[config.mk]
export PLATFORM = sky130hd
export DESIGN_NAME = operandForward
export DESIGN_NICKNAME = d
export VERILOG_FILES = /design/src/dualPkg.sv /design/src/operandForward.sv
export VERILOG_INCLUDE_DIRS = /design/src
export SDC_FILE = /design/constraint.sdc
export NUM_CORES = 1
export LEC_CHECK = 0
export ABC_AREA = 1
export ABC_CLOCK_PERIOD_IN_PS = 2300
export BUFFER_PORTS_ARGS = -buffer_cell sky130_fd_sc_hd__buf_2
export CORE_AREA = 2 2 134 136
export DETAILED_ROUTE_END_ITERATION = 8
export DIE_AREA = 0 0 136 138
export GPL_TIMING_DRIVEN = 1
export PLACE_DENSITY = 0.45
export SLEW_MARGIN = 20
export SYNTH_ARGS = -nofsm -noshare
export SYNTH_HDL_FRONTEND = slang
export SYNTH_SLANG_ARGS = --single-unit
[constraint.sdc]
create_clock -name vclk -period 2.3
set_clock_uncertainty 0.05 [all_clocks]
set_input_delay 0.115 -clock vclk [all_inputs]
set_output_delay 0.115 -clock vclk [all_outputs]
set_load 0.02 [all_outputs]
[src/dual_cfg.svh]
`ifndef DUAL_CFG_SVH
`define DUAL_CFG_SVH

// datapath and register widths
`define DATA_W      32
`define REG_AW      5

// instruction queue geometry
`define QUEUE_DEPTH 8
`define QUEUE_AW    3

// address of the first fetched word
`define PC_RESET    32'h0000_0000

// major opcodes
`define OP_SPECIAL  6'h00
`define OP_ADDIU    6'h09
`define OP_ANDI     6'h0c
`define OP_ORI      6'h0d
`define OP_XORI     6'h0e
`define OP_LUI      6'h0f

// funct field of SPECIAL
`define FN_ADDU     6'h21
`define FN_SUBU     6'h23
`define FN_AND      6'h24
`define FN_OR       6'h25
`define FN_XOR      6'h26
`define FN_SLT      6'h2a

`endif

[src/dualPkg.sv]
`default_nettype none
`include "dual_cfg.svh"

package dualPkg;

	// R-type view of an instruction word
	typedef struct packed {
		logic [5:0]         op;
		logic [`REG_AW-1:0] rs;
		logic [`REG_AW-1:0] rt;
		logic [`REG_AW-1:0] rd;
		logic [4:0]         shamt;
		logic [5:0]         funct;
	} rFmt_s;

	// I-type view of the same word
	typedef struct packed {
		logic [5:0]         op;
		logic [`REG_AW-1:0] rs;
		logic [`REG_AW-1:0] rt;
		logic [15:0]        imm;
	} iFmt_s;

	typedef union packed {
		rFmt_s rFmt;
		iFmt_s iFmt;
	} instWord_u;

	typedef enum logic [2:0] {
		ADD,
		SUB,
		AND,
		OR,
		XOR,
		SLT,
		LUI
	} aluOp_e;

	typedef struct packed {
		aluOp_e             aluOp;
		logic [`REG_AW-1:0] srcA;
		logic [`REG_AW-1:0] srcB;
		// second operand from rt, else from imm
		logic               useRt;
		logic [`DATA_W-1:0] imm;
		logic [`REG_AW-1:0] dest;
		logic               writeEn;
		logic [`DATA_W-1:0] pc;
	} decoded_s;

	// one register write leaving a lane
	typedef struct packed {
		logic               en;
		logic [`REG_AW-1:0] addr;
		logic [`DATA_W-1:0] data;
		logic [`DATA_W-1:0] pc;
	} wbLane_s;

endpackage

`default_nettype wire

[src/operandForward.sv]
`timescale 1ns/1ns
`default_nettype none
`include "dual_cfg.svh"

module operandForward import dualPkg::*; (
	input  logic [`REG_AW-1:0] addr_i,
	input  logic [`DATA_W-1:0] regData_i,
	input  wbLane_s            exeMaster_i,
	input  wbLane_s            exeSlave_i,
	input  wbLane_s            wbMaster_i,
	input  wbLane_s            wbSlave_i,
	output logic [`DATA_W-1:0] value_o
);

	// newest producer first, slave before master in each stage
	always_comb begin
		if (addr_i == '0) begin
			value_o = '0;
		end else if (exeSlave_i.en && exeSlave_i.addr == addr_i) begin
			value_o = exeSlave_i.data;
		end else if (exeMaster_i.en && exeMaster_i.addr == addr_i) begin
			value_o = exeMaster_i.data;
		end else if (wbSlave_i.en && wbSlave_i.addr == addr_i) begin
			value_o = wbSlave_i.data;
		end else if (wbMaster_i.en && wbMaster_i.addr == addr_i) begin
			value_o = wbMaster_i.data;
		end else begin
			// anything older is already in the register file
			value_o = regData_i;
		end
	end

endmodule

`default_nettype wire

==> flow_summary.ini <==
[outcome]
status = complete, no violations

[final_layout]
nFlopsAndLatches = 0
drive_gt1_share_pct = 42.69
utilization_pct = 20.67
nNetsFinal = 996
fin_area_sq_um = 3623
regArea_sq_um = 0
clock_buffers = 0
n_fill_cell = 2147
syn2layout_area_growth_pct = 55.78
fin_cells = 908

[global_routing]
grt_pass1_wl_microns = 18240
grt_pass1_vias = 3506
use_met2_pct = 22.75
top_usage_layer = met2
grt_max_degree = 39
use_met3_pct = 2.530
overflow = 0
grtUsageTotal_pct = 12.20
antenna_found_initial = 2
use_met1_pct = 14.58

[power]
power_density_nw_per_um2 = 182.8
ir_drop_uv = 75.48
total_leakage_power_nw = 2.104
finalPower_mw = 0.6623

[yosys]
synthSimpleGateAreaFrac_pct = 60.03
synth-xor-area-share_pct = 0.7531
postSynthCellCount = 473
yosys.area_share.adder_pct = 0
yosysUniqueCellTypes = 22
ys_warn_count = 0
syn_nets = 790
syn_avg_cell_area_sq_um = 4.918
muxShareOfSynthArea_pct = 0
netlist_area_sq_um = 2326
synth-seq-area-share_pct = 0
synth_top_family_by_area = simple AND/OR/NAND/NOR gates
synth_compound_area_share_pct = 20.17

[clocking]
cts_setup_buffers = 0
cts.repair.resized = 0
hold_buffers = 0

[worst_setup_path]
crit_path_end = value_o[5]
crit_fanout = 18
arrival_ns = 1.70
startpoint = addr_i[4]
end_kind = output port
critPathRequiredTime_ns = 2.13
setup.worst_path.class = input port to output port
critPathLaunchType = input port

[floorplan]
die_height_microns = 138
core_region_area_sq_um = 17530
start_util_pct = 13.27
die_area_sq_um = 18770
ios = 349
rows = 49
die_w_microns = 136

[place]
placed_cells = 906
place_congestion = 0.7484
dp_hpwl_microns = 9776
place_ws_ns = 0.3512
placed_area_sq_um = 3618
io_buffers = 221

[min_path]
hold_class = input port to output port
hold_path_startpoint = exeSlave_i[63]

[timing]
worst_slew_pin_slew_ns = 0.4453
setup_viol = 0
post-route-period-util_pct = 80.93
final-max-slew-violation-count = 0
period_minus_slack_ns = 1.861
worst_slack_ns = 0.4385
relSlewSlack_pct = 70.31
hold_viol_final = 0
rsz0062_at_grt = no
fmax_ghz = 0.5372
tns_ns = 0
timing.hold.ws_ns = 0.5998

[routing]
via_per_inst = 4.023
ant_nets = 0
route.detailed.drc = 0
first_pass_iters = 4
via_count = 3653
drt_iter0_markers = 97
wl_microns = 12270
routedWlPerCell_microns = 13.52

[flow_run]
drv_cap = 0
where the power goes:
group,switching (mW),internal (mW)
combinational,0.383,0.279
sequential,0,0
clock,0,0.000000116
area by class of cell:
cell class                      count  area (sq um)  area share (%)
Tap cell                          229         286.5           7.907
Antenna cell                        2         5.005          0.1381
Inverter                           52         195.2           5.387
Multi-Input combinational cell    388          1898           52.38
Timing Repair Buffer              237          1239           34.19
worst max-delay path, cell delays in order:
cell and delay, ns:
buf_2 0.16, inv_2 0.06, nand2_1 0.05, nand4_1 0.17, nand3b_4 0.35, inv_2 0.12, buf_4 0.24, nor2_1 0.11
a21oi_2 0.13, buf_2 0.17
per-layer routing:
metal	up-vias	part of all wire (%)
met5	-	0.098
met4	2	1.3
met3	12	9.0
met2	159	48
met1	1552	42
li1	1928	-
cells in the mapped netlist:
master    number  share of area [%]
nor3_1         1               0.21
buf_2          9                1.9
a21oi_2       33                 12
clkbuf_1       6               0.97
nand4_1       33                8.9
nor2_1       137                 22
nor2_4         2               0.97
o21ai_0       33                7.1
xor2_1         2               0.75
buf_4          4                1.3
buf_6         12                5.8
nor3_2         1               0.43
o21ai_1        3               0.65
inv_1         46                7.4
nand3_4        2                1.5
nand2_1      100                 16
nand3_1       34                7.3
inv_2          6               0.97
nor2_2         4                1.1
nand2_2        2               0.54
clkbuf_4       2               0.65
nand3b_4       1               0.86
cell families after synthesis:
| kind of cell | count (synthesis) |
|---|---|
| AOI/OAI and AO/OA | 69 |
| xor gates and xnor gates | 2 |
| and+or+nand+nor | 317 |
| buffers and inverters | 85 |
cells in the final DEF (no fill, tap or decap), types with 3 or more instances in the layout:
cell / instances
o21ai_0: 33
buf_4: 15
a21oi_2: 33
nor2_4: 4
inv_2: 6
nand4_1: 33
inv_1: 46
nand3_1: 33
nor2_1: 137
nand2_1: 100
o21ai_1: 3
buf_2: 221
worst min path at each step:
| stage | endpoint | cells after the start |
|---|---|---|
| 2_1_floorplan | value_o[0] | 2 |
| 3_3_place_gp | value_o[12] | 4 |
| 3_5_place_dp | value_o[31] | 4 |
| 4_1_cts | value_o[27] | 4 |
| 5_1_grt | value_o[31] | 4 |
| 6_report | value_o[31] | 4 |
(Power assumes the default switching activity.)
