$ cat config.mk
export PLATFORM = sky130hd
export DESIGN_NAME = instDecoder
export DESIGN_NICKNAME = d
export VERILOG_FILES = /design/src/dualPkg.sv /design/src/instDecoder.sv
export VERILOG_INCLUDE_DIRS = /design/src
export SDC_FILE = /design/constraint.sdc
export NUM_CORES = 1
export LEC_CHECK = 0
export BUFFER_PORTS_ARGS = -buffer_cell sky130_fd_sc_hd__clkbuf_2
export CAP_MARGIN = 10
export CORE_MARGIN = 3
export CORE_UTILIZATION = 30
export DETAILED_ROUTE_END_ITERATION = 10
export PLACE_DENSITY_LB_ADDON = 0.12
export SLEW_MARGIN = 25
export SYNTH_ARGS = -nofsm -noshare
export SYNTH_HDL_FRONTEND = slang
export SYNTH_SLANG_ARGS = --single-unit
$ cat constraint.sdc
create_clock -name vclk -period 1.1
set_input_delay 0.11 -clock vclk [all_inputs]
set_output_delay 0.11 -clock vclk [all_outputs]
set_load 0.1 [all_outputs]
$ cat src/dual_cfg.svh
`ifndef DUAL_CFG_SVH
`define DUAL_CFG_SVH

// datapath and register widths
`define DATA_W      32
`define REG_AW      5

// instruction queue geometry
`define QUEUE_DEPTH 8
`define QUEUE_AW    3

// address of the first fetched word
`define PC_RESET    32'h0000_0000

// major opcodes
`define OP_SPECIAL  6'h00
`define OP_ADDIU    6'h09
`define OP_ANDI     6'h0c
`define OP_ORI      6'h0d
`define OP_XORI     6'h0e
`define OP_LUI      6'h0f

// funct field of SPECIAL
`define FN_ADDU     6'h21
`define FN_SUBU     6'h23
`define FN_AND      6'h24
`define FN_OR       6'h25
`define FN_XOR      6'h26
`define FN_SLT      6'h2a

`endif

$ cat src/dualPkg.sv
`default_nettype none
`include "dual_cfg.svh"

package dualPkg;

	// R-type view of an instruction word
	typedef struct packed {
		logic [5:0]         op;
		logic [`REG_AW-1:0] rs;
		logic [`REG_AW-1:0] rt;
		logic [`REG_AW-1:0] rd;
		logic [4:0]         shamt;
		logic [5:0]         funct;
	} rFmt_s;

	// I-type view of the same word
	typedef struct packed {
		logic [5:0]         op;
		logic [`REG_AW-1:0] rs;
		logic [`REG_AW-1:0] rt;
		logic [15:0]        imm;
	} iFmt_s;

	typedef union packed {
		rFmt_s rFmt;
		iFmt_s iFmt;
	} instWord_u;

	typedef enum logic [2:0] {
		ADD,
		SUB,
		AND,
		OR,
		XOR,
		SLT,
		LUI
	} aluOp_e;

	typedef struct packed {
		aluOp_e             aluOp;
		logic [`REG_AW-1:0] srcA;
		logic [`REG_AW-1:0] srcB;
		// second operand from rt, else from imm
		logic               useRt;
		logic [`DATA_W-1:0] imm;
		logic [`REG_AW-1:0] dest;
		logic               writeEn;
		logic [`DATA_W-1:0] pc;
	} decoded_s;

	// one register write leaving a lane
	typedef struct packed {
		logic               en;
		logic [`REG_AW-1:0] addr;
		logic [`DATA_W-1:0] data;
		logic [`DATA_W-1:0] pc;
	} wbLane_s;

endpackage

`default_nettype wire

$ cat src/instDecoder.sv
`timescale 1ns/1ns
`default_nettype none
`include "dual_cfg.svh"

module instDecoder import dualPkg::*; (
	input  instWord_u          word_i,
	input  logic [`DATA_W-1:0] pc_i,
	output decoded_s           op_o
);
	logic defined;

	always_comb begin
		op_o = '0;
		defined = 1'b1;
		op_o.srcA = word_i.iFmt.rs;
		op_o.srcB = word_i.iFmt.rt;
		op_o.pc = pc_i;
		// I-type writes rt unless overridden below
		op_o.dest = word_i.iFmt.rt;
		op_o.aluOp = ADD;

		case (word_i.iFmt.op)
			`OP_SPECIAL: begin
				op_o.useRt = 1'b1;
				op_o.dest = word_i.rFmt.rd;
				case (word_i.rFmt.funct)
					`FN_ADDU: op_o.aluOp = ADD;
					`FN_SUBU: op_o.aluOp = SUB;
					`FN_AND:  op_o.aluOp = AND;
					`FN_OR:   op_o.aluOp = OR;
					`FN_XOR:  op_o.aluOp = XOR;
					`FN_SLT:  op_o.aluOp = SLT;
					default:  defined = 1'b0;
				endcase
			end
			`OP_ADDIU: begin
				op_o.imm = {{16{word_i.iFmt.imm[15]}}, word_i.iFmt.imm};
			end
			`OP_ANDI: begin
				op_o.aluOp = AND;
				op_o.imm = {16'h0000, word_i.iFmt.imm};
			end
			`OP_ORI: begin
				op_o.aluOp = OR;
				op_o.imm = {16'h0000, word_i.iFmt.imm};
			end
			`OP_XORI: begin
				op_o.aluOp = XOR;
				op_o.imm = {16'h0000, word_i.iFmt.imm};
			end
			`OP_LUI: begin
				op_o.aluOp = LUI;
				op_o.imm = {word_i.iFmt.imm, 16'h0000};
			end
			default: defined = 1'b0;
		endcase

		// r0 writes and unknown words retire silently
		op_o.writeEn = defined & (op_o.dest != '0);
	end

endmodule

`default_nettype wire

==> flow_summary.toml <==
[timing]
fmax_mhz = 686.6
rsz0062_at_grt = "yes"
period_needed_ns = 1.457
fin_ws_ns = -0.3566
timing_hold_violations_final = 0
max_slew.worst_pin.slew_ns = 0.3297
maxSlewHeadroom_pct = 77.92
drv_slew = 0
final.period_utilization_pct = 132.4
setup_viol = 42

[floorplan]
die_height_um = 60.88
floorplan.initialDensity_pct = 32.20
top_level_ports = 148
fp.dieW_um = 60.88
die-area_mm2 = 0.003706
floorplan.rows = 19
core_area_mm2 = 0.002805

[placed_design]
buffer_ports.inserted = 74
detailed_place_hpwl_um = 2879
dp_cells = 213
finalWeightedCongestion = 0.8546
dpl-instance-area_mm2 = 0.002156

[routing]
drt_first_iter_violations = 27
post_drt_wl_per_cell_um = 17.17
viasPerCell = 5.064
dr_total_vias = 1114
drt-pass1-iter-count = 4
route.antenna.remaining_nets = 0
remaining_drc_errors = 0
routed_wirelength_um = 3778

[power_and_ir_drop]
ir_drop_mv = 0.1944
powerDensity_mw_per_mm2 = 358.3
leakagePower_nw = 1.090

[worst_setup_path]
timing.critical_path.to_type = "output pin"
crit_family = "buffers and inverters"
critPathBufInv = 5
top_cell_by_count_worst_path = "sky130_fd_sc_hd__buf_6"
cp.required_ns = 0.99
crit_path_start_kind = "primary input"
cp_cell_sequence = "buf_8 -> nor3b_4 -> buf_6 -> nand2_4 -> nor3_4 -> buf_6 -> buf_6 -> a21o_4 -> buf_12"
slowest_stage = "sky130_fd_sc_hd__nor3b_4"
cp_slowest_stage_delay_ns = 0.23
worst-path-max-fanout = 5
critical_path_arrival_ns = 1.35
startpoint = "word_i[30]"
critPathKind = "primary input to output pin"

[final_layout]
final_cell_area_mm2 = 0.002336
sequential_cell_total = 0
n_clock_buffer = 0
layout-drive-gt1-share_pct = 89.95
antenna_diode_count = 0
final-instance-count-excl-fill = 220
design.final.nets = 255
seqCellArea_um2 = 0
areaGrowthSynthToFinish_pct = 158.6
filler_instances = 160
most-common-layout-cells = "49 x sky130_fd_sc_hd__buf_12, 28 x sky130_fd_sc_hd__buf_4, 24 x sky130_fd_sc_hd__clkbuf_2"
mostFrequentLayoutCell = "sky130_fd_sc_hd__buf_12"

[outcome]
outcome = "complete, but fails checks"
violations = "negative setup slack"

[yosys]
synth.top_cell.area_share_pct = 34.90
synth_area_leaders = "sky130_fd_sc_hd__buf_4 35%, sky130_fd_sc_hd__a21o_1 12%, sky130_fd_sc_hd__and2_1 11%, sky130_fd_sc_hd__mux2_2 6.2%, sky130_fd_sc_hd__buf_6 3.7%"
synth_top_area_cell = "sky130_fd_sc_hd__buf_4"
synth_area_per_cell_um2 = 7.227
postSynthCellCount = 125
synth-seq-area-share_pct = 0
ys.warnings.count = 0
synth_cell_type_count = 33
synth_area_um2 = 903.4
nets_in_the_synthesized_netlist = 189

[global_routing]
grt.total_usage_pct = 19.58
antenna_found_initial = 0
grt_max_degree = 17
grt_pass1_vias = 1158
global_route.overflow_total = 0
grt_pass1_wl_um = 5533

[hold_path]
holdCritPathClass = "primary input to output pin"
timing.hold.worst.start = "pc_i[20]"

[flow_run]
cap_violations = 0
## area by class of cell
cell class	instances	area, um^2	share of cell area [%]
Timing Repair Buffer	112	1439	61.60
Tap cell	31	38.79	1.660
Multi-Input combinational cell	75	848.3	36.31
Inverter	2	10.01	0.4285
## logic make-up (layout without fill, tap and decap cells)
logic type | after synthesis | in the layout | share of synthesized area (%)
buf+inv | 50 | 114 | 41.14
simple gates | 43 | 43 | 30.61
compound gates | 24 | 24 | 19.11
mux | 5 | 5 | 6.232
xor+xnor | 3 | 3 | 2.909
## metal layers
metal  GRT usage, %  wire, um
met1          20.63      1178
met2          38.17      2105
met3          4.255       370
met4          5.882       123
met5              0         0
## synth_stat cells (all sizes together)
master,count
o21ai,2
buf,47
nor2b,1
xor2,2
or4,1
mux2,5
or2b,1
nor3b,2
a21boi,1
a21o,15
and3,1
a21oi,1
o21bai,1
nor3,4
nand3,3
a31oi,2
nand2b,1
nand3b,1
o31ai,1
and2,16
o22ai,1
inv,2
nor2,5
xnor2,1
nand2,6
nor4,1
clkbuf,1
## path summary, 6_finish.rpt
check | endpoint | slack, ns | depth (start not counted)
hold / removal | op_o[20] | 0.22 | 0
setup / recovery | op_o[54] | -0.36 | 9
## power by group
group / switching (mW) / leakage (nW) / internal (mW)
clock network: 0 / 0 / 0
logic: 0.497 / 1.09 / 0.340
registers: 0 / 0 / 0
## metrics by stage
step                      setup WS (ns)  setup TNS, ns  power (mW)  util [%]  hold slack (ns)
after floorplan                 -0.4659         -7.643       1.092         -           0.4315
after global placement          -0.3747         -12.05      0.7824     76.85           0.2207
after detailed placement        -0.4043         -12.93      0.7921     76.85           0.2207
after CTS                       -0.3360         -11.93      0.8264     84.30           0.2207
after global routing            -0.4242         -14.22      0.8692     83.27           0.2201
final                           -0.3566         -12.02      0.8369     83.27           0.2200
## repair_timing
item,in CTS,in global routing
resized for setup,24,12
gates cloned,2,0
pin swaps,16,10
endpoints found under the setup margin,42,42
setup buffers,7,2
hold buffers,0,0
Power figures use the tool's default switching activity.
