**config.mk**
```make
export PLATFORM = sky130hd
export DESIGN_NAME = instQueue
export DESIGN_NICKNAME = d
export VERILOG_FILES = /design/src/dualPkg.sv /design/src/instQueue.sv
export VERILOG_INCLUDE_DIRS = /design/src
export SDC_FILE = /design/constraint.sdc
export NUM_CORES = 1
export LEC_CHECK = 0
export ABC_CLOCK_PERIOD_IN_PS = 8350
export BUFFER_PORTS_ARGS = -buffer_cell sky130_fd_sc_hd__buf_4
export CORE_ASPECT_RATIO = 0.6
export CORE_MARGIN = 3
export CORE_UTILIZATION = 60
export DETAILED_ROUTE_END_ITERATION = 10
export PLACE_DENSITY = 0.8
export SLEW_MARGIN = 20
export SYNTH_ARGS = -nofsm -noshare
export SYNTH_HDL_FRONTEND = slang
export SYNTH_SLANG_ARGS = --single-unit
```
**constraint.sdc**
```tcl
create_clock -name clk_i -period 8.35 [get_ports clk_i]
set_input_delay 1.67 -clock clk_i [delete_from_list [all_inputs] [get_ports clk_i]]
set_output_delay 1.67 -clock clk_i [all_outputs]
set_load 0.005 [all_outputs]
```
**src/dual_cfg.svh**
```systemverilog
`ifndef DUAL_CFG_SVH
`define DUAL_CFG_SVH

// datapath and register widths
`define DATA_W      32
`define REG_AW      5

// instruction queue geometry
`define QUEUE_DEPTH 8
`define QUEUE_AW    3

// address of the first fetched word
`define PC_RESET    32'h0000_0000

// major opcodes
`define OP_SPECIAL  6'h00
`define OP_ADDIU    6'h09
`define OP_ANDI     6'h0c
`define OP_ORI      6'h0d
`define OP_XORI     6'h0e
`define OP_LUI      6'h0f

// funct field of SPECIAL
`define FN_ADDU     6'h21
`define FN_SUBU     6'h23
`define FN_AND      6'h24
`define FN_OR       6'h25
`define FN_XOR      6'h26
`define FN_SLT      6'h2a

`endif

```
**src/dualPkg.sv**
```systemverilog
`default_nettype none
`include "dual_cfg.svh"

package dualPkg;

	// R-type view of an instruction word
	typedef struct packed {
		logic [5:0]         op;
		logic [`REG_AW-1:0] rs;
		logic [`REG_AW-1:0] rt;
		logic [`REG_AW-1:0] rd;
		logic [4:0]         shamt;
		logic [5:0]         funct;
	} rFmt_s;

	// I-type view of the same word
	typedef struct packed {
		logic [5:0]         op;
		logic [`REG_AW-1:0] rs;
		logic [`REG_AW-1:0] rt;
		logic [15:0]        imm;
	} iFmt_s;

	typedef union packed {
		rFmt_s rFmt;
		iFmt_s iFmt;
	} instWord_u;

	typedef enum logic [2:0] {
		ADD,
		SUB,
		AND,
		OR,
		XOR,
		SLT,
		LUI
	} aluOp_e;

	typedef struct packed {
		aluOp_e             aluOp;
		logic [`REG_AW-1:0] srcA;
		logic [`REG_AW-1:0] srcB;
		// second operand from rt, else from imm
		logic               useRt;
		logic [`DATA_W-1:0] imm;
		logic [`REG_AW-1:0] dest;
		logic               writeEn;
		logic [`DATA_W-1:0] pc;
	} decoded_s;

	// one register write leaving a lane
	typedef struct packed {
		logic               en;
		logic [`REG_AW-1:0] addr;
		logic [`DATA_W-1:0] data;
		logic [`DATA_W-1:0] pc;
	} wbLane_s;

endpackage

`default_nettype wire

```
**src/instQueue.sv**
```systemverilog
`timescale 1ns/1ns
`default_nettype none
`include "dual_cfg.svh"

module instQueue import dualPkg::*; (
	input  logic               clk_i,
	input  logic               reset_i,
	input  logic               fetchOk1_i,
	input  logic               fetchOk2_i,
	input  logic [`DATA_W-1:0] fetchData1_i,
	input  logic [`DATA_W-1:0] fetchData2_i,
	input  logic               pop1_i,
	input  logic               pop2_i,
	output instWord_u          headWord_o,
	output instWord_u          nextWord_o,
	output logic [`DATA_W-1:0] headPc_o,
	output logic [`DATA_W-1:0] nextPc_o,
	output logic [`QUEUE_AW:0] count_o,
	output logic               full_o,
	output logic [`DATA_W-1:0] fetchPc_o
);
	instWord_u            wordMem [`QUEUE_DEPTH];
	logic [`DATA_W-1:0]   pcMem [`QUEUE_DEPTH];
	logic [`QUEUE_AW-1:0] wrPtr;
	logic [`QUEUE_AW-1:0] rdPtr;
	logic [`QUEUE_AW-1:0] slot2;
	logic [`QUEUE_AW-1:0] rdNext;
	logic                 acc1;
	logic                 acc2;
	logic [`QUEUE_AW:0]   nPush;
	logic [`QUEUE_AW:0]   nPop;

	// strobes are dropped while fewer than two slots are free
	assign full_o = count_o >= (`QUEUE_DEPTH - 1);
	assign acc1 = fetchOk1_i & ~full_o;
	assign acc2 = fetchOk2_i & ~full_o;
	assign nPush = {{`QUEUE_AW{1'b0}}, acc1} + {{`QUEUE_AW{1'b0}}, acc2};
	assign nPop = {{`QUEUE_AW{1'b0}}, pop1_i} + {{`QUEUE_AW{1'b0}}, pop2_i};

	// a lone second word takes the first free slot
	assign slot2 = wrPtr + {{(`QUEUE_AW - 1){1'b0}}, acc1};
	assign rdNext = rdPtr + 1'b1;

	always_ff @(posedge clk_i) begin
		if (acc1) begin
			wordMem[wrPtr] <= fetchData1_i;
			pcMem[wrPtr] <= fetchPc_o;
		end
		if (acc2) begin
			wordMem[slot2] <= fetchData2_i;
			pcMem[slot2] <= fetchPc_o + {{(`DATA_W - 3){1'b0}}, acc1, 2'b00};
		end
	end

	always_ff @(posedge clk_i) begin
		if (reset_i) begin
			wrPtr <= '0;
			rdPtr <= '0;
			count_o <= '0;
			fetchPc_o <= `PC_RESET;
		end else begin
			wrPtr <= wrPtr + nPush[`QUEUE_AW-1:0];
			rdPtr <= rdPtr + nPop[`QUEUE_AW-1:0];
			count_o <= count_o + nPush - nPop;
			fetchPc_o <= fetchPc_o + {{(`DATA_W - `QUEUE_AW - 3){1'b0}}, nPush, 2'b00};
		end
	end

	assign headWord_o = wordMem[rdPtr];
	assign headPc_o = pcMem[rdPtr];
	assign nextWord_o = wordMem[rdNext];
	assign nextPc_o = pcMem[rdNext];

endmodule

`default_nettype wire

```
==> flow_metrics.tcl <==
set metrics [dict create \
    htreeDepth 2 \
    cellPowerDensity_mw_per_mm2 291 \
    yosysSeqAreaShare 0.499 \
    tritoncts "done" \
    reg2reg_to "pcMem[7][29]$_DFFE_PP_" \
    routed_wl_um 94300 \
    clock_skew_ns 0.0164 \
    antenna_left 0 \
    synthCells 2709 \
    overflow 0 \
    initialDrtViolationCount 3260 \
    max_freq_mhz 169 \
    fp.dieW_um 301 \
    via_per_inst 6.60 \
    grt_usage 0.341 \
    grt_pass1_wl_um 141000 \
    yosys_warnings 0 \
    die_height_um 183 \
    finalHoldViolCount 0 \
    cp_slowest_cell "dfxtp_4" \
    drv_slew 0 \
    ys_seq_elements 536 \
    avgSynthCellArea_um2 11.6 \
    grt_pass1_vias 22900 \
    cts_setup_buffers 0 \
    coreArea_mm2 0.0513 \
    detail_route.wl_per_cell_um 26.9 \
    drv_cap 0 \
    drc 0 \
    cp.required_ns 6.68 \
    fin_ws_ns 2.44 \
    use_met1 0.467 \
    dieArea_mm2 0.0552 \
    nets 2859 \
    cts_sinks 536 \
    r2r-start "count_o[3]$_SDFF_PP0_" \
    initial_core_util 0.612 \
    ctsHoldBuffers 0 \
    path_common_cell "buf_4" \
    rsz0062_at_grt "no" \
    period_share 0.708 \
    met2_usage 0.529 \
    path_class "register to primary output" \
    globalRouteMet3Util 0.0813 \
    syn_to_final_growth_pct 11.9 \
    multiInputGateArea_mm2 0.0147 \
    whs_ns 0.665 \
    busiest_layer "met2" \
    start_kind "register" \
    drive_above_1_share 0.270 \
    crit_chain "buf_4, buf_4, mux4_2, mux2_2, buf_4" \
    setup_tns_ns 0 \
    cpPeakStageDelay_ns 1.00 \
    antenna_found_initial 2 \
    fin_util 0.685 \
    firstDrtPassIters 6 \
    reg2reg_setup_slack_ns 3.76 \
    cp_max_fo 59 \
    layout_min_cycle_time_ns 5.91 \
    end_kind "primary output" \
    vias 23100 \
    holdPathEnd "count_o[0]$_SDFF_PP0_" \
    status "finished, final reports clean" \
    cp_top_family "buffers and inverters" \
    post-place-ws_ns 3.05 \
    regArea_mm2 0.0157 \
    clk_pin_slew_worst_paths_ns 0.06 \
    maxSlewHeadroom 0.268 \
    max-vdd-ir-drop_mv 0.258 \
    gp_congestion 0.891 \
    fin_cells 3504 \
    worstSkewPairLatency_ns 0.59 \
    hp-class "register to register" \
    cts_resized 0 \
    crit_path_start "rdPtr[0]$_SDFF_PP0_" \
    hold_depth 2 \
    clockBufferDepth 3 \
    rows 64 \
    reg2reg_depth 12 \
    worstMarginPinSlew_ns 1.09 \
    place_inst 3404 \
    port_buffers 228 \
    diodes 0 \
    leakagePower_uw 0.0128 \
    io_pins 235 \
    hpwlAfterDp_um 56400 \
    ys_types 42 \
    min_from "count_o[0]$_SDFF_PP0_" \
    syn-cell-area_mm2 0.0314 \
    grt_max_degree 60 \
    report.final.setup_viol 0 \
    worst-path-buf-inv 3 \
    n_fill_cell 3533 \
    cts_buffers 51 \
    worstPathArrival_ns 4.24 \
    cts_root_buffer "clkbuf_16" \
]
-- cells by family after synthesis --
kind of cell,Yosys count,share of synthesized area
AND/OR/NAND/NOR,1206,0.155
flip-flops,536,0.499
multiplexers,372,0.222
buffers and inverters,292,0.0386
XOR/XNOR,250,0.0697
AO/OA/AOI/OAI,31,0.00538
adder cells (fa/ha/maj),21,0.00908
other,1,0.000119
-- worst register-to-register path, delay by kind of cell (launching register included) --
family	cells	cell delay (ns)
AOI/OAI and AO/OA	1	0.45
DFF	1	0.36
and+or+nand+nor	4	1.64
adders and majority gates	3	0.60
xor gates and xnor gates	2	0.65
buffers and inverters	2	0.61
-- registers in the layout, indices dropped and copies added, names as in the netlist --
signal and count:
wordMem 256, pcMem 240, fetchPc_o 30, count_o 4, rdPtr 3, wrPtr 3
-- cell usage in the layout, fill, tap and decap left out, types with 8 or more instances in the layout --
| cell type | count |
|---|---|
| clkbuf_16 | 52 |
| clkinv_1 | 12 |
| ha_1 | 17 |
| edfxtp_1 | 496 |
| nor3_1 | 10 |
| nor2b_1 | 9 |
| nand2_1 | 1001 |
| mux2_2 | 124 |
| nor2_1 | 86 |
| dfxtp_1 | 37 |
| buf_4 | 274 |
| clkbuf_1 | 11 |
| a21oi_1 | 8 |
| nand3_1 | 24 |
| clkinv_2 | 9 |
| xor2_1 | 69 |
| xnor2_1 | 180 |
| mux4_2 | 248 |
| inv_1 | 15 |
| nand4_1 | 16 |
| o21ai_0 | 11 |
-- worst max-delay path by stage --
stage	endpoint	slack [ns]	cells after the start
after floorplan	pcMem[0][10]$_DFFE_PP_	1.19	3
after global placement	nextPc_o[3]	3.16	5
after detailed placement	nextPc_o[22]	3.05	5
after CTS	nextPc_o[22]	2.40	5
after global routing	nextPc_o[22]	2.19	5
final	nextPc_o[22]	2.44	5
-- stage by stage --
stage,area [um2],power (uW)
2_1_floorplan,31400,6190
3_3_place_gp,33400,7690
3_5_place_dp,33400,7810
4_1_cts,35100,10200
5_1_grt,35200,10600
6_report,35200,10200
-- cells in the mapped netlist --
library cell | number | share of area
a211oi_1 | 1 | 0.00024
a21o_1 | 2 | 0.00048
a21oi_1 | 8 | 0.0013
a31oi_1 | 1 | 0.00020
and2_1 | 5 | 0.0010
and3_1 | 5 | 0.0010
and4_1 | 5 | 0.0014
buf_1 | 58 | 0.0069
buf_2 | 46 | 0.0073
buf_4 | 6 | 0.0014
clkbuf_1 | 137 | 0.016
clkbuf_2 | 30 | 0.0048
conb_1 | 1 | 0.00012
dfxtp_1 | 40 | 0.025
edfxtp_1 | 496 | 0.47
fa_1 | 3 | 0.0019
ha_1 | 18 | 0.0072
inv_1 | 15 | 0.0018
mux2_2 | 124 | 0.044
mux4_2 | 248 | 0.18
nand2_1 | 1001 | 0.12
nand2b_1 | 4 | 0.00080
nand3_1 | 24 | 0.0038
nand3b_1 | 1 | 0.00024
nand4_1 | 16 | 0.0032
nand4_2 | 1 | 0.00040
nand4_4 | 1 | 0.00068
nor2_1 | 90 | 0.011
nor2b_1 | 9 | 0.0018
nor3_1 | 10 | 0.0016
nor3_2 | 5 | 0.0016
nor4_1 | 4 | 0.00080
nor4_2 | 3 | 0.0012
nor4_4 | 2 | 0.0014
o21ai_0 | 17 | 0.0027
o31ai_1 | 2 | 0.00048
or2_2 | 4 | 0.00080
or3_1 | 10 | 0.0020
or4_1 | 5 | 0.0012
or4b_1 | 1 | 0.00032
xnor2_1 | 180 | 0.050
xor2_1 | 70 | 0.020
-- metal layers --
layer / up-vias / part of all wire
li1: 9594 / -
met1: 11400 / 0.36
met2: 1865 / 0.47
met3: 294 / 0.13
met4: 4 / 0.042
met5: - / 0.00025
-- where the power goes --
| group | switching (uW) | total [uW] | internal (uW) |
|---|---|---|---|
| combinational | 2100 | 3890 | 1780 |
| sequential | 332 | 3960 | 3630 |
| clock | 1040 | 2390 | 1360 |
-- layout make-up --
cell class	instances	share of cell area
Inverter	15	0.00160
Clock inverter	30	0.00861
Tap cell	693	0.0247
Timing Repair Buffer	278	0.0606
Clock buffer	66	0.0393
Sequential cell	536	0.447
Multi-Input combinational cell	1886	0.419
No activity file was read; power rests on OpenSTA's default activity.
