$ cat src/dual_cfg.svh
`ifndef DUAL_CFG_SVH
`define DUAL_CFG_SVH

// datapath and register widths
`define DATA_W      32
`define REG_AW      5

// instruction queue geometry
`define QUEUE_DEPTH 8
`define QUEUE_AW    3

// address of the first fetched word
`define PC_RESET    32'h0000_0000

// major opcodes
`define OP_SPECIAL  6'h00
`define OP_ADDIU    6'h09
`define OP_ANDI     6'h0c
`define OP_ORI      6'h0d
`define OP_XORI     6'h0e
`define OP_LUI      6'h0f

// funct field of SPECIAL
`define FN_ADDU     6'h21
`define FN_SUBU     6'h23
`define FN_AND      6'h24
`define FN_OR       6'h25
`define FN_XOR      6'h26
`define FN_SLT      6'h2a

`endif

$ cat src/dualPkg.sv
`default_nettype none
`include "dual_cfg.svh"

package dualPkg;

	// R-type view of an instruction word
	typedef struct packed {
		logic [5:0]         op;
		logic [`REG_AW-1:0] rs;
		logic [`REG_AW-1:0] rt;
		logic [`REG_AW-1:0] rd;
		logic [4:0]         shamt;
		logic [5:0]         funct;
	} rFmt_s;

	// I-type view of the same word
	typedef struct packed {
		logic [5:0]         op;
		logic [`REG_AW-1:0] rs;
		logic [`REG_AW-1:0] rt;
		logic [15:0]        imm;
	} iFmt_s;

	typedef union packed {
		rFmt_s rFmt;
		iFmt_s iFmt;
	} instWord_u;

	typedef enum logic [2:0] {
		ADD,
		SUB,
		AND,
		OR,
		XOR,
		SLT,
		LUI
	} aluOp_e;

	typedef struct packed {
		aluOp_e             aluOp;
		logic [`REG_AW-1:0] srcA;
		logic [`REG_AW-1:0] srcB;
		// second operand from rt, else from imm
		logic               useRt;
		logic [`DATA_W-1:0] imm;
		logic [`REG_AW-1:0] dest;
		logic               writeEn;
		logic [`DATA_W-1:0] pc;
	} decoded_s;

	// one register write leaving a lane
	typedef struct packed {
		logic               en;
		logic [`REG_AW-1:0] addr;
		logic [`DATA_W-1:0] data;
		logic [`DATA_W-1:0] pc;
	} wbLane_s;

endpackage

`default_nettype wire

$ cat src/issueCtrl.sv
`timescale 1ns/1ns
`default_nettype none
`include "dual_cfg.svh"

module issueCtrl import dualPkg::*; (
	input  logic [`QUEUE_AW:0] count_i,
	input  decoded_s           masterOp_i,
	input  decoded_s           slaveOp_i,
	output logic               issueMaster_o,
	output logic               issueSlave_o
);
	logic hazA;
	logic hazB;
	logic depend;
	logic twoReady;

	// slave reading what the master writes in the same cycle
	assign hazA = slaveOp_i.srcA == masterOp_i.dest;
	// immediate ops never read rt
	assign hazB = slaveOp_i.useRt & (slaveOp_i.srcB == masterOp_i.dest);
	assign depend = masterOp_i.writeEn & (hazA | hazB);

	assign twoReady = count_i > 1;

	// the master goes whenever the queue holds a word
	assign issueMaster_o = count_i != '0;

	// the slave pairs up only if independent of the master
	assign issueSlave_o = issueMaster_o & twoReady & ~depend;

endmodule

`default_nettype wire

$ cat config.mk
export PLATFORM = sky130hd
export DESIGN_NAME = issueCtrl
export DESIGN_NICKNAME = d
export VERILOG_FILES = /design/src/dualPkg.sv /design/src/issueCtrl.sv
export VERILOG_INCLUDE_DIRS = /design/src
export SDC_FILE = /design/constraint.sdc
export NUM_CORES = 1
export LEC_CHECK = 0
export BUFFER_PORTS_ARGS = -buffer_cell sky130_fd_sc_hd__buf_4
export CAP_MARGIN = 20
export CORE_AREA = 2 2 67 69
export DETAILED_ROUTE_END_ITERATION = 8
export DIE_AREA = 0 0 69 71
export GPL_TIMING_DRIVEN = 0
export PLACE_DENSITY = 0.53
export REMOVE_ABC_BUFFERS = 1
export SLEW_MARGIN = 25
export SYNTH_ARGS = -nofsm -noshare
export SYNTH_HDL_FRONTEND = slang
export SYNTH_SLANG_ARGS = --single-unit
$ cat constraint.sdc
create_clock -name vclk -period 0.8
set_clock_uncertainty 0.05 [all_clocks]
set_input_delay 0.08 -clock vclk [all_inputs]
set_output_delay 0.08 -clock vclk [all_outputs]
set_load 0.05 [all_outputs]
==> results of run 1 <==
==> final timing paths <==
kind | startpoint | endpoint | slack [ps] | depth (start not counted)
max | masterOp_i[34] | issueSlave_o | -440 | 6
min | count_i[0] | issueMaster_o | 430 | 3
==> final cells by class <==
class	count	share of cell area
tap	52	0.156
timing repair buffer	23	0.459
multi-input combinational	16	0.384
==> report_power, final <==
part / switching [W] / internal, W
sequential: 0 / 0
clock: 0 / 0
combinational: 0.0000787 / 0.000113
total: 0.0000787 / 0.000113
==> per-layer routing <==
metal / routed length (um) / part of all wire
met1: 324 / 0.43
met2: 393 / 0.53
met3: 30 / 0.040
met4: 0 / 0
met5: 0 / 0
==> cell families after synthesis <==
logic type	Yosys count
AO/OA/AOI/OAI	1
XOR/XNOR	10
AND/OR/NAND/NOR	5
==> cells in the final DEF (no fill, tap or decap) <==
cell type,count
buf_4,18
xor2_1,6
buf_6,5
xor2_2,2
nor4_2,2
xnor2_1,2
or4_4,1
nand3_1,1
nand4_1,1
o311a_1,1
==> critical path, cell delays in order <==
cell and delay, ps:
buf_6 100, xor2_1 160, nor4_2 350, nand3_1 120, o311a_1 150, buf_6 160
==> metrics by stage <==
| step | cell area, um2 | power, W | hold slack (ps) | std cells |
|---|---|---|---|---|
| after floorplan | 129 | 0.0000585 | 440 | 16 |
| after global placement | 367 | 0.000166 | 455 | 91 |
| after detailed placement | 367 | 0.000168 | 453 | 91 |
| after global routing | 417 | 0.000206 | 445 | 91 |
| after CTS | 409 | 0.000192 | 429 | 91 |
| final | 417 | 0.000192 | 429 | 91 |
==> what timing repair did <==
| item | 4_1_cts | 5_1_grt |
|---|---|---|
| endpoints found under the setup margin | 2 | 2 |
| gates resized for setup | 9 | 1 |
| pin swaps | 5 | 0 |
| hold buffers | 0 | 0 |
==> Yosys cell counts <==
cell type,n
o311a_1,1
xor2_1,8
xnor2_1,2
or4_1,1
nor4_1,2
nand3_1,1
nand4_1,1
==> results.md, run 1 <==
* Status: finished, violations left
* Failing checks: negative setup slack
* Power density cells at 461 nW/um2
* Routed Antenna Nets at 0
* Post-synthesis instance total at 16
* Initial antenna violation count at 0
* Critical Path AT at 1110 ps
* Measured slew at the worst slew-check pin at 308 ps
* Worst Path Required at 670 ps
* Final Hold Fails at 0
* Mux cell area share after synthesis at 0
* DR vias/cell at 2.35
* Post-CTS Setup Bufs at 0
* RePlAce Congestion at 0.593
* Slack of the critical path at -441 ps
* Combinational family with the most area after synthesis: XOR/XNOR gates
* Yosys top cell area share at 0.544
* Leak Pwr at 0.166 nW
* Rel. slew slack at 0.793
* Total GRT Usage at 0.0270
* Die Span Y at 71 um
* Pre-CTS WS at -579 ps
* CP Launch Type: input port
* Ports at 174
* Worst setup EP type: output pin
* Max Slew Vio Count at 0
* Vias at 214
* Post-synthesis simple-gate area fraction at 0.243
* Port Buffers at 23
* DRT Pass-1 Iters at 1
* Max-cap violation count at 0
* Setup TNS at -654 ps
* Yosys cell types at 7
* Share of cells above drive strength 1 at 0.718
* Adder-Cell Fraction of Synth Area at 0
* Initial core utilization at 0.0307
* Fillers at 503
* Row count at 24
* Period utilization at 1.55
* Core footprint at 4200 um2
* Vias in the first global route at 210
* Fin util at 0.0991
* Largest net degree at the start of global routing at 3
* Die X at 69 um
* N_diodes at 0
* Worst Path Max Fanout at 2
* Reg area at 0 um2
* Footprint of the multi-input gates at 160 um2
* First-pass GRT wire length at 1030 um
* WS Path Type: input port to output pin
* Die Area at 4900 um2
* Post-layout min period at 1240 ps
* WL/cell at 8.21 um
* Sequential cell count at 0
* Syn avg cell area at 8.05 um2
* Final #Nets at 213
* Final setup fails at 2
* Top cell type by total area after synthesis: xor2_1
* 1st-iter DRT viols at 0
* Post-Synth XOR/XNOR Area at 0.680
* M3 GR Usage at 0
* Wirelength, routed at 747 um
* Clock buffers at 0
* Max IR drop VDD at 0.000123 V
* Worst Hold Class: input port to output pin
* Overflow after GRT at 0
* GR peak layer: met2
* Post-synthesis sequential area ratio at 0
* Area growth, synth to finish at 223%
* M2 GR Usage at 0.0502
* Yosys Warn Count at 0
* Post-synthesis compound-gate area fraction at 0.0777
* RSZ-0062 raised after global routing: true
* Residual DRC at 0
* Synth area leaders: xor2_1 54%, xnor2_1 14%, nor4_1 9.7%
* Post-synthesis cell area at 129 um2
* Fmax at 806 MHz
* M1 GR Usage at 0.0376
Power figures use the tool's default switching activity.
==> run 2: changes to the inputs <==
- GPL_TIMING_DRIVEN: 0 -> default
- SKIP_LAST_GASP: default -> 1
==> results.md, run 2 (synthesis results as in run 1) <==
* Hold_buf cts at 0 (unchanged)
* Post-layout min period at 1160 ps (-78.1 ps)
* RSZ-0062 raised after global routing: true
* Die Span Y at 71 um (unchanged)
* Total GRT Usage at 0.0303 (+0.00326)
* Status: finished, violations left
* Clock buffers at 0 (unchanged)
* Core footprint at 4200 um2 (unchanged)
* Most frequent cells in the layout: 22 x buf_4, 7 x xor2_1, 4 x buf_6
* Residual DRC at 0 (unchanged)
* DRT Pass-1 Iters at 1 (unchanged)
* Overflow after GRT at 0 (unchanged)
* Max IR drop VDD at 0.000104 V (-16%)
* WS Path Type: input port to output pin
* Most common cell after layout, fill and taps aside: buf_4
* Final setup fails at 2 (unchanged)
* 1st-iter DRT viols at 0 (unchanged)
* Fin util at 0.105 (+0.00625)
* Rel. slew slack at 0.837 (+0.0441)
* Measured slew at the worst slew-check pin at 243 ps (-64.4 ps)
* Sequential cell count at 0 (unchanged)
* Power density cells at 463 nW/um2 (+0.44%)
* Final Hold Fails at 0 (unchanged)
* Slack of the critical path at -363 ps (+78.1 ps)
* RePlAce Congestion at 0.619 (+4.5%)
* Worst setup EP type: output pin
* DR vias/cell at 2.35 (-0.18%)
* Critical Path AT at 1030 ps (-80 ps)
* WL/cell at 8.20 um (-0.11%)
* Vias at 223 (+4.2%)
* Initial core utilization at 0.0307 (unchanged)
* Inst Count DP at 95 (+4.4%)
* Fin cells at 95 (+4.4%)
* Port Buffers at 23 (unchanged)
* Worst Path Required at 670 ps (about the same)
* Hold Crit Start: count_i[0]
* Die Area at 4900 um2 (unchanged)
* Leak Pwr at 0.185 nW (+12%)
* Area growth, synth to finish at 244%
* Hold Crit Endpoint: issueMaster_o
* Wirelength, routed at 779 um (+4.3%)
* Failing checks: negative setup slack
* Largest net degree at the start of global routing at 3 (unchanged)
* Max-cap violation count at 0 (unchanged)
* Period utilization at 1.45 (-0.0976)
* Max Slew Vio Count at 0 (unchanged)
* Hold depth at 3 (unchanged)
* Worst Path Max Fanout at 1 (-1)
* Die X at 69 um (unchanged)
* N_diodes at 0 (unchanged)
* Hold WS at 421 ps (-7.21 ps)
* Final #Nets at 217 (+1.9%)
* Worst Hold Class: input port to output pin
* Ports at 174 (unchanged)
* First-pass GRT wire length at 1200 um (+17%)
* Share of cells above drive strength 1 at 0.721 (+0.00298)
* Routed Antenna Nets at 0 (unchanged)
* Reg area at 0 um2 (unchanged)
* Post-CTS Setup Bufs at 0 (unchanged)
* Initial antenna violation count at 0 (unchanged)
* Vias in the first global route at 254 (+21%)
* Fmax at 860 MHz (+6.7%)
* CP Launch Type: input port
* Row count at 24 (unchanged)
-- run 2: report_power, final --
group | total (W) | switching (W) | internal, W
clock network | 0 | 0 | 0
logic | 0.000205 | 0.0000806 | 0.000124
registers | 0 | 0 | 0
-- run 2: final cells by class --
| cell class | count | area, um2 |
|---|---|---|
| fillers | 503 | 3760 |
| multi-input cells | 16 | 153 |
| well taps | 52 | 65.1 |
| repair buffers | 27 | 225 |
-- run 2: metal layers --
layer,part of all wire,up-vias,global-route usage
met1,0.39,99,0.0359
li1,-,113,-
met2,0.47,11,0.0513
met5,0,-,0
met4,0,0,0
met3,0.13,0,0.0171
-- run 2: worst max-delay path by stage --
| stage | startpoint | end | cells after the start |
|---|---|---|---|
| after CTS | slaveOp_i[78] | issueSlave_o | 6 |
| after global placement | slaveOp_i[78] | issueSlave_o | 6 |
| after detailed placement | slaveOp_i[78] | issueSlave_o | 6 |
| after global routing | slaveOp_i[74] | issueSlave_o | 6 |
| after floorplan | slaveOp_i[78] | issueSlave_o | 4 |
| final | slaveOp_i[77] | issueSlave_o | 6 |
-- run 2: worst max-delay path, stage by stage --
cell	delay, ps
buf_4	110
xor2_1	160
nor4_2	290
nand3_1	100
o311a_1	130
buf_6	160
-- run 2: what timing repair did --
item / CTS / global route
setup endpoints to repair: 2 / 2
pin swaps: 5 / 3
gates resized for setup: 9 / 1
-- run 2: stage by stage --
step | area [um2] | TNS (ps) | worst slack (ps) | power [W]
floorplan | 129 | -375 | -190 | 0.0000585
global placement | 397 | -679 | -444 | 0.000182
detailed placement | 397 | -701 | -461 | 0.000183
CTS | 437 | -578 | -385 | 0.000203
global route | 443 | -677 | -473 | 0.000223
finish | 443 | -555 | -363 | 0.000205
==> run 3: changes to the inputs <==
- PLACE_DENSITY: 0.53 -> 0.52
- clock period: 0.8 -> 1.1 ns (I/O delays scaled with it)
==> results.md, run 3 (synthesis results as in run 1) <==
* Slack of the critical path at -120 ps (+243 ps)
* Fin area at 448 um2 (+1.1%)
* WL/cell at 6.67 um (-19%)
* Leak Pwr at 0.190 nW (+2.4%)
* Total GRT Usage at 0.0250 (-0.00535)
* Worst setup EP type: output pin
* Share of cells above drive strength 1 at 0.674 (-0.0465)
* Most common cell after layout, fill and taps aside: buf_4
* Overflow after GRT at 0 (unchanged)
* First-pass GRT wire length at 1010 um (-16%)
* Worst Path Max Fanout at 1 (unchanged)
* Combinational fraction of design power at 1.000 (about the same)
* Fillers at 502 (-0.20%)
* Critical Path AT at 1060 ps (+30 ps)
* Residual DRC at 0 (unchanged)
* Hold depth at 3 (unchanged)
* Clock buffers at 0 (unchanged)
* Most frequent cells in the layout: 17 x buf_4, 9 x buf_6, 8 x xor2_1
* Die X at 69 um (unchanged)
* Area growth, synth to finish at 248%
* Post-layout min period at 1220 ps
* P_sw at 0.0000528 W (-34%)
* Rel. slew slack at 0.833 (-0.00461)
* Buf/Inv on CP at 2 (unchanged)
* Power density cells at 328 nW/um2 (-29%)
* Cell depth of the worst setup path at 6 (unchanged)
* Setup TNS at -120 ps (+435 ps)
* Ports at 174 (unchanged)
* Fmax at 819 MHz
* Vias at 232 (+4.0%)
* CP max stage delay at 290 ps (about the same)
* Row count at 24 (unchanged)
* Routed Antenna Nets at 0 (unchanged)
* Crit path max-delay cell type: nor4_1
* Status: finished, violations left
* Sequential share of power at 0 (unchanged)
* Final Hold Fails at 0 (unchanged)
* Wirelength, routed at 634 um (-19%)
* Hold_buf cts at 0 (unchanged)
* 1st-iter DRT viols at 0 (unchanged)
* Worst Path Required at 940 ps (+270 ps)
* Initial antenna violation count at 0 (unchanged)
* Largest net degree at the start of global routing at 3 (unchanged)
* Pre-CTS WS at -166 ps (+295 ps)
* DRT Pass-1 Iters at 1 (unchanged)
* Max IR drop VDD at 0.000111 V (+7.0%)
* Initial core utilization at 0.0307 (unchanged)
* Worst-path cell chain: buf_4 -> xor2_1 -> nor4_1 -> nand3_1 -> o311a_1 -> buf_6
* Port Buffers at 23 (unchanged)
* Footprint of the multi-input gates at 139 um2 (-9.0%)
* Period utilization at 1.11
* N_diodes at 0 (unchanged)
* WS Path Type: input port to output pin
* Reg area at 0 um2 (unchanged)
* Pint at 0.0000943 W (-24%)
* Placed inst area at 397 um2 (unchanged)
* Sw frac at 0.359 (-0.0339)
* Final #Nets at 217 (unchanged)
* Max Slew Vio Count at 0 (unchanged)
* Core footprint at 4200 um2 (unchanged)
* Vias in the first global route at 264 (+3.9%)
* Worst Hold Class: input port to output pin
* Failing checks: negative setup slack
* Max-cap violation count at 0 (unchanged)
* Measured slew at the worst slew-check pin at 249 ps (+5.45 ps)
* RSZ-0062 raised after global routing: true
* Die Span Y at 71 um (unchanged)
* CP Launch Type: input port
* DR vias/cell at 2.44 (+4.0%)
* Delay-heaviest family, CP: simple AND/OR/NAND/NOR gates
* Die Area at 4900 um2 (unchanged)
* RePlAce Congestion at 0.634 (+2.3%)
* Clock power frac at 0 (unchanged)
* Hold WS at 501 ps (+79.6 ps)
* Final setup fails at 1 (-1)
* Sequential cell count at 0 (unchanged)
==> run 3: changes by cell type in the layout (fill, tap and decap cells not counted) <==
cell    delta
xor2_1     +1
buf_4      -5
buf_6      +5
xor2_2     -1
nor4_1     +1
nor4_2     -1
==> run 3: final cells by class <==
type,instances,share of cell area
Timing Repair Buffer,27,0.545
Tap cell,52,0.145
Multi-Input combinational cell,16,0.310
==> run 3: per-stage QoR <==
step                cells  utilization  total power, W
floorplan              16            -       0.0000425
detailed placement     95       0.0943        0.000130
finish                 95        0.107        0.000147
global placement       95       0.0943        0.000131
global route           95        0.107        0.000157
CTS                    95        0.102        0.000141
==> run 3: power by group through the flow <==
stage	sequential, W	combinational, W	clock [W]
final	0	0.000147	0
after global routing	0	0.000157	0
after CTS	0	0.000141	0
after detailed placement	0	0.000130	0
after global placement	0	0.000131	0
after floorplan	0	0.0000425	0
==> run 3: final timing paths <==
path                      start       endpoint  slack, ps
setup / recovery  slaveOp_i[78]   issueSlave_o       -120
hold / removal       count_i[0]  issueMaster_o        500
==> run 3: metal layers <==
layer	routed length, um	vias up	GRT usage
met1	239	94	0.0291
li1	-	115	-
met4	0	0	0
met5	0	-	0
met3	97	0	0.00855
met2	297	23	0.0470
==> run 3: repair_timing <==
item	in CTS	in global routing
buffers inserted	0	0
resized for setup	9	4
setup endpoints to repair	2	2
cloned	0	0
pin swaps	6	6
